===== src/rv32i_pkg.sv =====
//////////////////////////////
// Core widths, opcodes, instruction classes
// and the bus structs shared by all blocks
//////////////////////////////

package rv32i_pkg;

    localparam int XLEN       = 32;
    localparam int ILEN       = 32;
    localparam int REG_ADDR_W = 5;
    localparam int STATUS_W   = 8;

    typedef logic [XLEN-1:0]       xlen_t;
    typedef logic [REG_ADDR_W-1:0] reg_addr_t;

    localparam xlen_t BOOT_ADDR = '0;

    // Status bus layout, other bits tied low
    localparam int ECALL_BIT   = 0;
    localparam int EBREAK_BIT  = 1;
    localparam int ILLEGAL_BIT = 3;

    //////////////////////////////
    // Major opcodes
    //////////////////////////////
    localparam logic [6:0] OPC_LUI    = 7'b0110111;
    localparam logic [6:0] OPC_AUIPC  = 7'b0010111;
    localparam logic [6:0] OPC_JAL    = 7'b1101111;
    localparam logic [6:0] OPC_JALR   = 7'b1100111;
    localparam logic [6:0] OPC_BRANCH = 7'b1100011;
    localparam logic [6:0] OPC_OP_IMM = 7'b0010011;
    localparam logic [6:0] OPC_OP     = 7'b0110011;
    localparam logic [6:0] OPC_STORE  = 7'b0100011;
    localparam logic [6:0] OPC_SYSTEM = 7'b1110011;

    typedef enum logic [3:0] {
        CLS_LUI,
        CLS_AUIPC,
        CLS_JAL,
        CLS_JALR,
        CLS_BRANCH,
        CLS_OP_IMM,
        CLS_OP,
        CLS_STORE,
        CLS_ECALL,
        CLS_EBREAK,
        CLS_ILLEGAL
    } inst_class_e;

    //////////////////////////////
    // Buses
    //////////////////////////////
    typedef struct packed {
        inst_class_e iclass;
        logic [2:0]  funct3;
        logic        alt;       // funct7 bit 5
        reg_addr_t   rs1;
        reg_addr_t   rs2;
        reg_addr_t   rd;
        xlen_t       imm;
        logic        wr_rd;
    } inst_bus_t;

    typedef struct packed {
        logic  valid;
        xlen_t addr;
    } imem_req_t;

    typedef struct packed {
        logic            valid;
        logic [ILEN-1:0] data;
    } imem_rsp_t;

    typedef struct packed {
        logic  valid;
        xlen_t addr;
        xlen_t data;
    } dmem_wr_t;

    typedef struct packed {
        logic      en;
        reg_addr_t addr;
        xlen_t     data;
    } rd_wr_t;

endpackage


===== src/rv32i_decoder.sv =====
//////////////////////////////
// Instruction decoder, word to decoded bus
//////////////////////////////

`timescale 1ns/1ns

module rv32i_decoder (
    input  rv32i_pkg::xlen_t     inst_word,
    output rv32i_pkg::inst_bus_t inst
);
    import rv32i_pkg::*;

    logic [6:0] opcode;
    logic [2:0] funct3;
    logic [6:0] funct7;
    xlen_t      imm_i;
    xlen_t      imm_s;
    xlen_t      imm_b;
    xlen_t      imm_u;
    xlen_t      imm_j;

    assign opcode = inst_word[6:0];
    assign funct3 = inst_word[14:12];
    assign funct7 = inst_word[31:25];

    // Immediate formats, all sign-extended from bit 31
    assign imm_i = {{20{inst_word[31]}}, inst_word[31:20]};
    assign imm_s = {{20{inst_word[31]}}, inst_word[31:25], inst_word[11:7]};
    assign imm_b = {{19{inst_word[31]}}, inst_word[31], inst_word[7],
                    inst_word[30:25], inst_word[11:8], 1'b0};
    assign imm_u = {inst_word[31:12], 12'b0};
    assign imm_j = {{11{inst_word[31]}}, inst_word[31], inst_word[19:12],
                    inst_word[20], inst_word[30:21], 1'b0};

    always_comb begin
        inst        = '0;
        inst.funct3 = funct3;
        inst.alt    = inst_word[30];
        inst.rs1    = inst_word[19:15];
        inst.rs2    = inst_word[24:20];
        inst.rd     = inst_word[11:7];
        inst.iclass = CLS_ILLEGAL;
        case (opcode)
            OPC_LUI: begin
                inst.iclass = CLS_LUI;
                inst.imm    = imm_u;
            end
            OPC_AUIPC: begin
                inst.iclass = CLS_AUIPC;
                inst.imm    = imm_u;
            end
            OPC_JAL: begin
                inst.iclass = CLS_JAL;
                inst.imm    = imm_j;
            end
            OPC_JALR: begin
                if (funct3 == 3'b000) inst.iclass = CLS_JALR;
                inst.imm = imm_i;
            end
            OPC_BRANCH: begin
                // funct3 010 and 011 are not branches
                if (funct3[2:1] != 2'b01) inst.iclass = CLS_BRANCH;
                inst.imm = imm_b;
            end
            OPC_OP_IMM: begin
                if (funct3 == 3'b001 && funct7 != 7'b0000000) begin
                    inst.iclass = CLS_ILLEGAL;
                end else if (funct3 == 3'b101 && funct7 != 7'b0000000
                             && funct7 != 7'b0100000) begin
                    inst.iclass = CLS_ILLEGAL;
                end else begin
                    inst.iclass = CLS_OP_IMM;
                end
                inst.imm = imm_i;
            end
            OPC_OP: begin
                if (funct7 == 7'b0000000) begin
                    inst.iclass = CLS_OP;
                end else if (funct7 == 7'b0100000 &&
                             (funct3 == 3'b000 || funct3 == 3'b101)) begin
                    inst.iclass = CLS_OP;
                end
            end
            OPC_STORE: begin
                // Full word only
                if (funct3 == 3'b010) inst.iclass = CLS_STORE;
                inst.imm = imm_s;
            end
            OPC_SYSTEM: begin
                if (inst_word == 32'h0000_0073) inst.iclass = CLS_ECALL;
                if (inst_word == 32'h0010_0073) inst.iclass = CLS_EBREAK;
            end
            default: inst.iclass = CLS_ILLEGAL;
        endcase
        inst.wr_rd = inst.iclass inside {CLS_LUI, CLS_AUIPC, CLS_JAL, CLS_JALR,
                                         CLS_OP_IMM, CLS_OP};
    end

endmodule


===== src/rv32i_registers.sv =====
//////////////////////////////
// Integer register file, 2R1W
//////////////////////////////

`timescale 1ns/1ns

module rv32i_registers (
    input  logic                 aclk,
    input  logic                 rst_n,
    input  rv32i_pkg::reg_addr_t rs_addr1,
    input  rv32i_pkg::reg_addr_t rs_addr2,
    output rv32i_pkg::xlen_t     rs_val1,
    output rv32i_pkg::xlen_t     rs_val2,
    input  rv32i_pkg::rd_wr_t    rd_wr
);
    import rv32i_pkg::*;

    // x0 is cleared on reset and never written
    xlen_t regs [0:2**REG_ADDR_W-1];

    always_ff @(posedge aclk) begin
        if (!rst_n) begin
            for (int i = 0; i < 2**REG_ADDR_W; i++) begin
                regs[i] <= '0;
            end
        end else if (rd_wr.en && rd_wr.addr != '0) begin
            regs[rd_wr.addr] <= rd_wr.data;
        end
    end

    // Combinational reads
    assign rs_val1 = regs[rs_addr1];
    assign rs_val2 = regs[rs_addr2];

    // x0 reads as zero, even right after a write aimed at it
    x0_zero: assert property (@(posedge aclk) disable iff (!rst_n)
        (rs_addr1 == '0 |-> rs_val1 == '0) and (rs_addr2 == '0 |-> rs_val2 == '0));

endmodule


===== src/rv32i_execute.sv =====
//////////////////////////////
// ALU, branch test, next pc
//////////////////////////////

`timescale 1ns/1ns

module rv32i_execute (
    input  rv32i_pkg::inst_bus_t inst,
    input  rv32i_pkg::xlen_t     rs_val1,
    input  rv32i_pkg::xlen_t     rs_val2,
    input  rv32i_pkg::xlen_t     pc,
    output rv32i_pkg::xlen_t     result,
    output rv32i_pkg::xlen_t     next_pc
);
    import rv32i_pkg::*;

    xlen_t      op_b;
    xlen_t      alu_res;
    xlen_t      pc_plus4;
    logic [4:0] shamt;
    logic       taken;

    // Second operand is rs2 for OP, immediate for OP-IMM
    assign op_b     = (inst.iclass == CLS_OP) ? rs_val2 : inst.imm;
    assign shamt    = op_b[4:0];
    assign pc_plus4 = pc + 32'd4;

    always_comb begin
        case (inst.funct3)
            3'b000: begin
                // SUB only exists in the register form
                if (inst.iclass == CLS_OP && inst.alt) alu_res = rs_val1 - op_b;
                else alu_res = rs_val1 + op_b;
            end
            3'b001: alu_res = rs_val1 << shamt;
            3'b010: alu_res = {31'b0, $signed(rs_val1) < $signed(op_b)};
            3'b011: alu_res = {31'b0, rs_val1 < op_b};
            3'b100: alu_res = rs_val1 ^ op_b;
            3'b101: begin
                if (inst.alt) alu_res = $unsigned($signed(rs_val1) >>> shamt);
                else alu_res = rs_val1 >> shamt;
            end
            3'b110: alu_res = rs_val1 | op_b;
            default: alu_res = rs_val1 & op_b;
        endcase
    end

    // Branch condition
    always_comb begin
        case (inst.funct3)
            3'b000: taken = rs_val1 == rs_val2;
            3'b001: taken = rs_val1 != rs_val2;
            3'b100: taken = $signed(rs_val1) < $signed(rs_val2);
            3'b101: taken = $signed(rs_val1) >= $signed(rs_val2);
            3'b110: taken = rs_val1 < rs_val2;
            3'b111: taken = rs_val1 >= rs_val2;
            default: taken = 1'b0;
        endcase
    end

    always_comb begin
        next_pc = pc_plus4;
        case (inst.iclass)
            CLS_LUI: result = inst.imm;
            CLS_AUIPC: result = pc + inst.imm;
            CLS_JAL, CLS_JALR: result = pc_plus4;
            CLS_OP, CLS_OP_IMM: result = alu_res;
            CLS_STORE: result = rs_val1 + inst.imm;
            default: result = '0;
        endcase
        if (inst.iclass == CLS_JAL) next_pc = pc + inst.imm;
        if (inst.iclass == CLS_JALR) next_pc = (rs_val1 + inst.imm) & ~32'd1;
        if (inst.iclass == CLS_BRANCH && taken) next_pc = pc + inst.imm;
    end

endmodule


===== src/rv32i_control.sv =====
//////////////////////////////
// Fetch/execute/store sequencer, pc, trap status
//////////////////////////////

`timescale 1ns/1ns

module rv32i_control (
    input  logic                           aclk,
    input  logic                           rst_n,
    output rv32i_pkg::imem_req_t           imem_req,
    input  logic                           imem_arready,
    input  rv32i_pkg::imem_rsp_t           imem_rsp,
    output logic                           imem_rready,
    output rv32i_pkg::dmem_wr_t            dmem_wr,
    input  logic                           dmem_wready,
    output rv32i_pkg::xlen_t               inst_word,
    input  rv32i_pkg::inst_bus_t           inst,
    output rv32i_pkg::reg_addr_t           rs_addr1,
    output rv32i_pkg::reg_addr_t           rs_addr2,
    input  rv32i_pkg::xlen_t               rs_val2,
    output rv32i_pkg::rd_wr_t              rd_wr,
    output rv32i_pkg::xlen_t               pc,
    input  rv32i_pkg::xlen_t               result,
    input  rv32i_pkg::xlen_t               next_pc,
    output logic [rv32i_pkg::STATUS_W-1:0] status
);
    import rv32i_pkg::*;

    typedef enum logic [2:0] {FETCH, WAIT, EXECUTE, STORE, HALT} state_e;

    state_e state;
    logic   ar_valid;
    logic   w_valid;
    xlen_t  st_addr;
    xlen_t  st_data;
    logic   is_trap;
    logic   is_store;

    assign is_trap  = inst.iclass inside {CLS_ECALL, CLS_EBREAK, CLS_ILLEGAL};
    assign is_store = inst.iclass == CLS_STORE;

    // pc only moves in EXECUTE, so the fetch address is stable in FETCH
    assign imem_req.valid = ar_valid;
    assign imem_req.addr  = pc;

    assign dmem_wr.valid = w_valid;
    assign dmem_wr.addr  = st_addr;
    assign dmem_wr.data  = st_data;

    assign rs_addr1   = inst.rs1;
    assign rs_addr2   = inst.rs2;
    assign rd_wr.en   = (state == EXECUTE) && inst.wr_rd;
    assign rd_wr.addr = inst.rd;
    assign rd_wr.data = result;

    //////////////////////////////
    // Sequencer
    //////////////////////////////
    always_ff @(posedge aclk) begin
        if (!rst_n) begin
            state       <= FETCH;
            ar_valid    <= 1'b0;
            imem_rready <= 1'b0;
            w_valid     <= 1'b0;
            pc          <= BOOT_ADDR;
            status      <= '0;
        end else begin
            case (state)
                FETCH: begin
                    if (ar_valid && imem_arready) begin
                        ar_valid    <= 1'b0;
                        imem_rready <= 1'b1;
                        state       <= WAIT;
                    end else begin
                        ar_valid <= 1'b1;
                    end
                end
                WAIT: begin
                    if (imem_rsp.valid && imem_rready) begin
                        imem_rready <= 1'b0;
                        state       <= EXECUTE;
                    end
                end
                EXECUTE: begin
                    if (is_trap) begin
                        // Sticky until reset, fetch stops here
                        if (inst.iclass == CLS_ECALL) status[ECALL_BIT] <= 1'b1;
                        if (inst.iclass == CLS_EBREAK) status[EBREAK_BIT] <= 1'b1;
                        if (inst.iclass == CLS_ILLEGAL) status[ILLEGAL_BIT] <= 1'b1;
                        state <= HALT;
                    end else begin
                        pc <= next_pc;
                        if (is_store) begin
                            w_valid <= 1'b1;
                            state   <= STORE;
                        end else begin
                            ar_valid <= 1'b1;
                            state    <= FETCH;
                        end
                    end
                end
                STORE: begin
                    if (dmem_wready) begin
                        w_valid  <= 1'b0;
                        ar_valid <= 1'b1;
                        state    <= FETCH;
                    end
                end
                default: state <= HALT;
            endcase
        end
    end

    // Instruction word and store payload
    always_ff @(posedge aclk) begin
        if (state == WAIT && imem_rsp.valid && imem_rready) begin
            inst_word <= imem_rsp.data;
        end
        if (state == EXECUTE && is_store) begin
            st_addr <= result;
            st_data <= rs_val2;
        end
    end

    //////////////////////////////
    // Handshake stability
    //////////////////////////////
    fetch_stable: assert property (@(posedge aclk) disable iff (!rst_n)
        imem_req.valid && !imem_arready |=> imem_req.valid && $stable(imem_req.addr));

    store_stable: assert property (@(posedge aclk) disable iff (!rst_n)
        dmem_wr.valid && !dmem_wready |=>
            dmem_wr.valid && $stable(dmem_wr.addr) && $stable(dmem_wr.data));

endmodule


===== src/rv32i_core.sv =====
//////////////////////////////
// RV32I core top level
//////////////////////////////

`timescale 1ns/1ns

module rv32i_core (
    input  logic                           aclk,
    input  logic                           rst_n,
    output rv32i_pkg::imem_req_t           imem_req,
    input  logic                           imem_arready,
    input  rv32i_pkg::imem_rsp_t           imem_rsp,
    output logic                           imem_rready,
    output rv32i_pkg::dmem_wr_t            dmem_wr,
    input  logic                           dmem_wready,
    output logic [rv32i_pkg::STATUS_W-1:0] status
);
    import rv32i_pkg::*;

    xlen_t     inst_word;
    inst_bus_t inst;
    reg_addr_t rs_addr1;
    reg_addr_t rs_addr2;
    xlen_t     rs_val1;
    xlen_t     rs_val2;
    rd_wr_t    rd_wr;
    xlen_t     pc;
    xlen_t     result;
    xlen_t     next_pc;

    // Sequencer, owns pc and the memory handshakes
    rv32i_control control (
        .aclk         (aclk),
        .rst_n        (rst_n),
        .imem_req     (imem_req),
        .imem_arready (imem_arready),
        .imem_rsp     (imem_rsp),
        .imem_rready  (imem_rready),
        .dmem_wr      (dmem_wr),
        .dmem_wready  (dmem_wready),
        .inst_word    (inst_word),
        .inst         (inst),
        .rs_addr1     (rs_addr1),
        .rs_addr2     (rs_addr2),
        .rs_val2      (rs_val2),
        .rd_wr        (rd_wr),
        .pc           (pc),
        .result       (result),
        .next_pc      (next_pc),
        .status       (status)
    );

    rv32i_decoder decoder (
        .inst_word (inst_word),
        .inst      (inst)
    );

    rv32i_registers isa_registers (
        .aclk     (aclk),
        .rst_n    (rst_n),
        .rs_addr1 (rs_addr1),
        .rs_addr2 (rs_addr2),
        .rs_val1  (rs_val1),
        .rs_val2  (rs_val2),
        .rd_wr    (rd_wr)
    );

    rv32i_execute execute (
        .inst    (inst),
        .rs_val1 (rs_val1),
        .rs_val2 (rs_val2),
        .pc      (pc),
        .result  (result),
        .next_pc (next_pc)
    );

endmodule


===== config.mk =====
export PLATFORM = sky130hd
export DESIGN_NAME = rv32i_core
export DESIGN_NICKNAME = d
export VERILOG_FILES = /design/src/rv32i_pkg.sv /design/src/rv32i_decoder.sv /design/src/rv32i_registers.sv /design/src/rv32i_execute.sv /design/src/rv32i_control.sv /design/src/rv32i_core.sv
export SDC_FILE = /design/constraint.sdc
export NUM_CORES = 2
export LEC_CHECK = 0
export BUFFER_PORTS_ARGS = -buffer_cell sky130_fd_sc_hd__clkbuf_2
export CORE_UTILIZATION = 65
export DETAILED_ROUTE_END_ITERATION = 12
export PLACE_DENSITY = 0.92
export SLEW_MARGIN = 20
export SYNTH_ARGS = -nofsm -noshare
export SYNTH_HDL_FRONTEND = slang
export SYNTH_SLANG_ARGS = --single-unit
export TNS_END_PERCENT = 5

===== constraint.sdc =====
create_clock -name aclk -period 9.9 [get_ports aclk]
set_clock_uncertainty 0.05 [all_clocks]
set_input_delay 1.485 -clock aclk [delete_from_list [all_inputs] [get_ports aclk]]
set_output_delay 1.485 -clock aclk [all_outputs]
set_load 0.005 [all_outputs]

==> flow_metrics.tcl, run 1 <==
set metrics [dict create \
    gr-usage-all-layers_pct 75.1 \
    cts-root-buf "clkbuf_16" \
    ys_types 115 \
    cts_made_buffers 116 \
    synth_edf_count 1120 \
    placementRows 123 \
    clock_path_buffers 3 \
    grt_max_degree 110 \
    cts_resized 0 \
    die-height_um 341 \
    htree_levels 3 \
    lastStage "global routing" \
    synthesis.area_sq_um 74600 \
    yosysSeqAreaShare_pct 46.5 \
    place_congestion 1.16 \
    ys.warnings.count 0 \
    syn_inst 6835 \
    cts.sinks 1171 \
    firstError "[ERROR GRT-0232] Routing congestion too high. Check the congestion heatmap in the GUI." \
    grt_overflow 4 \
    synth-seq-cells 1171 \
    cts_setup_buffers 0 \
    boundaryPins 144 \
    async_flop_share_pct 0 \
    dp_hpwl_um 250000 \
    die_x_um 341 \
    synth_flop_cell "edfxtp_1" \
    antenna_found_initial 49 \
    postCtsHoldBufs 0 \
    port_buffers 138 \
    start_util_pct 66.0 \
    outcome "stopped before the end" \
    postSynthAreaPerCell_sq_um 10.9 \
]
per-layer routing:
layer	GRT overflow	track usage (%)
met5	0	37.0
met4	1	64.6
met3	1	64.9
met2	2	85.6
met1	0	80.5
synth_stat cells (all sizes together) (35+ instances only):
| library cell | instances | area (sq um) |
|---|---|---|
| xnor2 | 60 | 526 |
| buf | 281 | 1720 |
| a22oi | 227 | 1710 |
| nor2 | 1157 | 4410 |
| nand3 | 205 | 1030 |
| a211oi | 55 | 445 |
| dfxtp | 51 | 1020 |
| o22ai | 68 | 425 |
| a21oi | 401 | 2030 |
| o21ai | 222 | 1110 |
| o21bai | 35 | 263 |
| nor3 | 93 | 492 |
| edfxtp | 1120 | 33600 |
| a21o | 72 | 541 |
| nand4 | 44 | 282 |
| ha | 193 | 2410 |
| nand2 | 349 | 1310 |
| mux4 | 314 | 7070 |
| inv | 223 | 840 |
| a31oi | 57 | 372 |
| mux2i | 587 | 5900 |
| clkbuf | 325 | 1220 |
| xor2 | 45 | 394 |
cell families after synthesis:
group           count (synthesis)  synth area share, %
flops                        1171                 46.5
xor+xnor                      105                 1.23
simple gates                 2072                 12.2
buf+inv                       832                 5.09
other cells                     1              0.00503
mux                           935                 17.9
compound gates               1524                 13.8
fa+ha+maj                     195                 3.29
metrics by stage:
step           hold slack [ns]  std cells  area (sq um)  worst slack (ns)  utilization, %
2_1_floorplan            0.411       6871         74700              3.35               -
3_3_place_gp             0.405       8148         77200              1.92            68.2
3_5_place_dp             0.418       8148         77200              1.62            68.2
4_1_cts                  0.433       8367         81300              1.47            71.9
==> inputs of run 2 (changes only) <==
Settings changed: CORE_UTILIZATION 65 to 40, PLACE_DENSITY 0.92 to not set, PLACE_DENSITY_LB_ADDON set to 0.15.
==> run 2 against run 1 <==
The run now ends clean. Synthesized cell count unchanged. Synthesized area unchanged.
==> flow_metrics.tcl, run 2 <==
set metrics [dict create \
    drv_cap 0 \
    critPathMaxFanout 89 \
    coreArea_sq_um 185000 \
    layout_commonest_cell "nor2_1" \
    cts_setup_buffers 0 \
    avgRoutedWirePerCell_um 39.6 \
    async_flop_share_pct 0 \
    synth-seq-cells 1171 \
    cp.depth 17 \
    final_cell_mix "nor2_1 (1129), edfxtp_1 (1120), mux2i_1 (582)" \
    worst_r2r_endpoint "isa_registers.regs[23][26]" \
    path_class "flop to flop" \
    max_slew_margin_pct 14.2 \
    r2r_setup_slack_ns 1.45 \
    fmax_ghz 0.118 \
    die-area_sq_um 188000 \
    finalCritPeriodShare_pct 85.4 \
    critPathLaunchType "flop" \
    hold_violations 0 \
    outcome "finished clean" \
    postCtsHoldBufs 0 \
    port_buffers 138 \
    synth_edf_count 1120 \
    fin_hold_ws_ns 0.435 \
    synth_top_cell_area_share_pct 45.1 \
    setup_violations 0 \
    dp_hpwl_um 245000 \
    ys.warnings.count 0 \
    grt_overflow 0 \
    path_clk_slew_ns 0.06 \
    grt_pass1_wl_um 503000 \
    critical-path-top-delay-family "compound AO/OA/AOI/OAI gates" \
    place_congestion 1.05 \
    drc 0 \
    synthesis.area_sq_um 74600 \
    clock_path_buffers 3 \
    power.density_nw_per_um2 143 \
    ys_types 115 \
    vias 64500 \
    place_inst 9142 \
    path_buf_inv 2 \
    grt_max_degree 90 \
    final_cells 9400 \
    htree_levels 4 \
    cts-root-buf "clkbuf_16" \
    tns_ns 0 \
    vias_per_cell 6.86 \
    gr-usage-all-layers_pct 38.7 \
    synth_top_area_cell "edfxtp_1" \
    nets 7034 \
    wl_um 372000 \
    yosysMostFrequentCell "nor2_1" \
    p_leak_nw 30.5 \
    regArea_sq_um 34700 \
    rsz0062_at_grt "no" \
    period_minus_slack_ns 8.45 \
    cpPeakStageDelay_ns 0.88 \
    grt_pass1_vias 61000 \
    drtIter0Drc 10000 \
    synthTopCellsByArea "edfxtp_1 (45%), mux4_2 (9.5%), mux2i_1 (7.8%)" \
    drt_first_pass_iters 9 \
    worstSetupEndpoint "isa_registers.regs[23][26]" \
    die_x_um 434 \
    cts_tree "yes" \
    antenna_found_initial 11 \
    start_util_pct 40.3 \
    multi_input_area_sq_um 36900 \
    largest_reg_flops 1024 \
    fillers 17500 \
    worst_ep_required_time_ns 10.34 \
    placementRows 158 \
    cp_cell_sequence "buf_12 > mux4_2 > a22o_1 > a31oi_1 > and3_1 > inv_1 > ha_1 > nor4_1 > a21boi_0 > nor2_1 > o221a_2 > o21ai_0 > a22oi_1 > a211oi_1 > o31ai_1 > o221ai_4 > a21oi_1" \
    peakVddDrop_uv 139 \
    worst_pin_slew_ns 1.28 \
    cts.sinks 1171 \
    synth_flop_cell "edfxtp_1" \
    yosysSeqAreaShare_pct 46.5 \
    drive_gt1_share_pct 16.7 \
    cts_made_buffers 137 \
    layout-area-overhead-vs-synth_pct 11.0 \
    clkLatencyLatePin_ns 0.83 \
    holdCritPathClass "flop to flop" \
    slew_violations 0 \
    syn_inst 6835 \
    cts_resized 0 \
    boundaryPins 144 \
    ant_nets 0 \
    postSynthAreaPerCell_sq_um 10.9 \
    worstRegToRegCells 17 \
    critPathSlowestCell "o221ai_4" \
    regMostFlops "isa_registers.regs" \
    end_kind "flop" \
    die-height_um 434 \
    synth_commonest_cells "nor2_1 (1134), edfxtp_1 (1120), mux2i_1 (584), a21oi_1 (397), nand2_1 (349)" \
    arrival_ns 8.89 \
]
==> run 2: cell counts after synthesis <==
No cell type changed its count.
==> run 2: logic make-up after synthesis <==
kind of cell             after synthesis  synth area share (%)
adder cells (fa/ha/maj)              195                  3.29
AND/OR/NAND/NOR                     2072                  12.2
flip-flops                          1171                  46.5
AO/OA/AOI/OAI                       1524                  13.8
multiplexers                         935                  17.9
buffers and inverters                832                  5.09
other                                  1               0.00503
XOR/XNOR                             105                  1.23
==> run 2: how the worst min path moves through the flow <==
stage | cells after the start | end | slack (ns) | startpoint
after floorplan | 2 | control.status[0] | 0.41 | control.status[0]
after global placement | 1 | control.status[1] | 0.42 | control.status[1]
after detailed placement | 1 | control.status[1] | 0.42 | control.status[1]
after CTS | 1 | control.status[1] | 0.44 | control.status[1]
after global routing | 2 | control.status[3] | 0.46 | control.status[3]
final | 1 | control.status[1] | 0.44 | control.status[1]
==> run 2: routing by layer <==
metal	vias up	wire length (um)	track usage, %	share of wire (%)
met5	-	41	0	0.011
met4	6	30800	27.0	8.3
met3	1207	40900	8.49	11
met2	4806	162000	57.9	43
met1	32700	139000	49.7	37
li1	25800	-	-	-
==> run 2: through the flow <==
stage	worst slack (ns)	power, mW	instance area (sq um)	utilization (%)
4_1_cts	1.84	11.9	82800	44.7
6_report	1.45	11.9	82800	44.7
2_1_floorplan	3.35	6.35	74700	-
3_3_place_gp	1.80	6.86	78300	42.3
3_5_place_dp	1.86	6.86	78300	42.3
5_1_grt	1.36	12.1	82800	44.7
==> run 2: cell type report <==
| cell class | instances | share of cell area, % |
|---|---|---|
| repair buffers | 398 | 3.46 |
| diodes | 11 | 0.0332 |
| clock inverters | 61 | 0.834 |
| well taps | 2480 | 3.75 |
| flip-flops and latches | 1171 | 41.9 |
| inverters | 226 | 1.04 |
| clock buffers | 185 | 4.49 |
| multi-input cells | 4868 | 44.5 |
==> run 2: report_power, final <==
| group | internal (mW) | switching (mW) | total (mW) |
|---|---|---|---|
| combinational | 0.351 | 0.803 | 1.15 |
| sequential | 5.57 | 0.0969 | 5.67 |
| clock | 2.81 | 2.24 | 5.05 |
==> run 2: worst reg2reg max path: stages, from the launching register on <==
cell and delay (ns):
dfxtp_4 0.86, buf_12 0.60, mux4_2 0.72, a22o_1 0.30, a31oi_1 0.15, and3_1 0.83
inv_1 0.61, ha_1 0.65, nor4_1 0.41, a21boi_0 0.40, nor2_1 0.13, o221a_2 0.26
o21ai_0 0.25, a22oi_1 0.14, a211oi_1 0.39, o31ai_1 0.30, o221ai_4 0.89, a21oi_1 0.21
No activity file was read; power rests on OpenSTA's default activity.
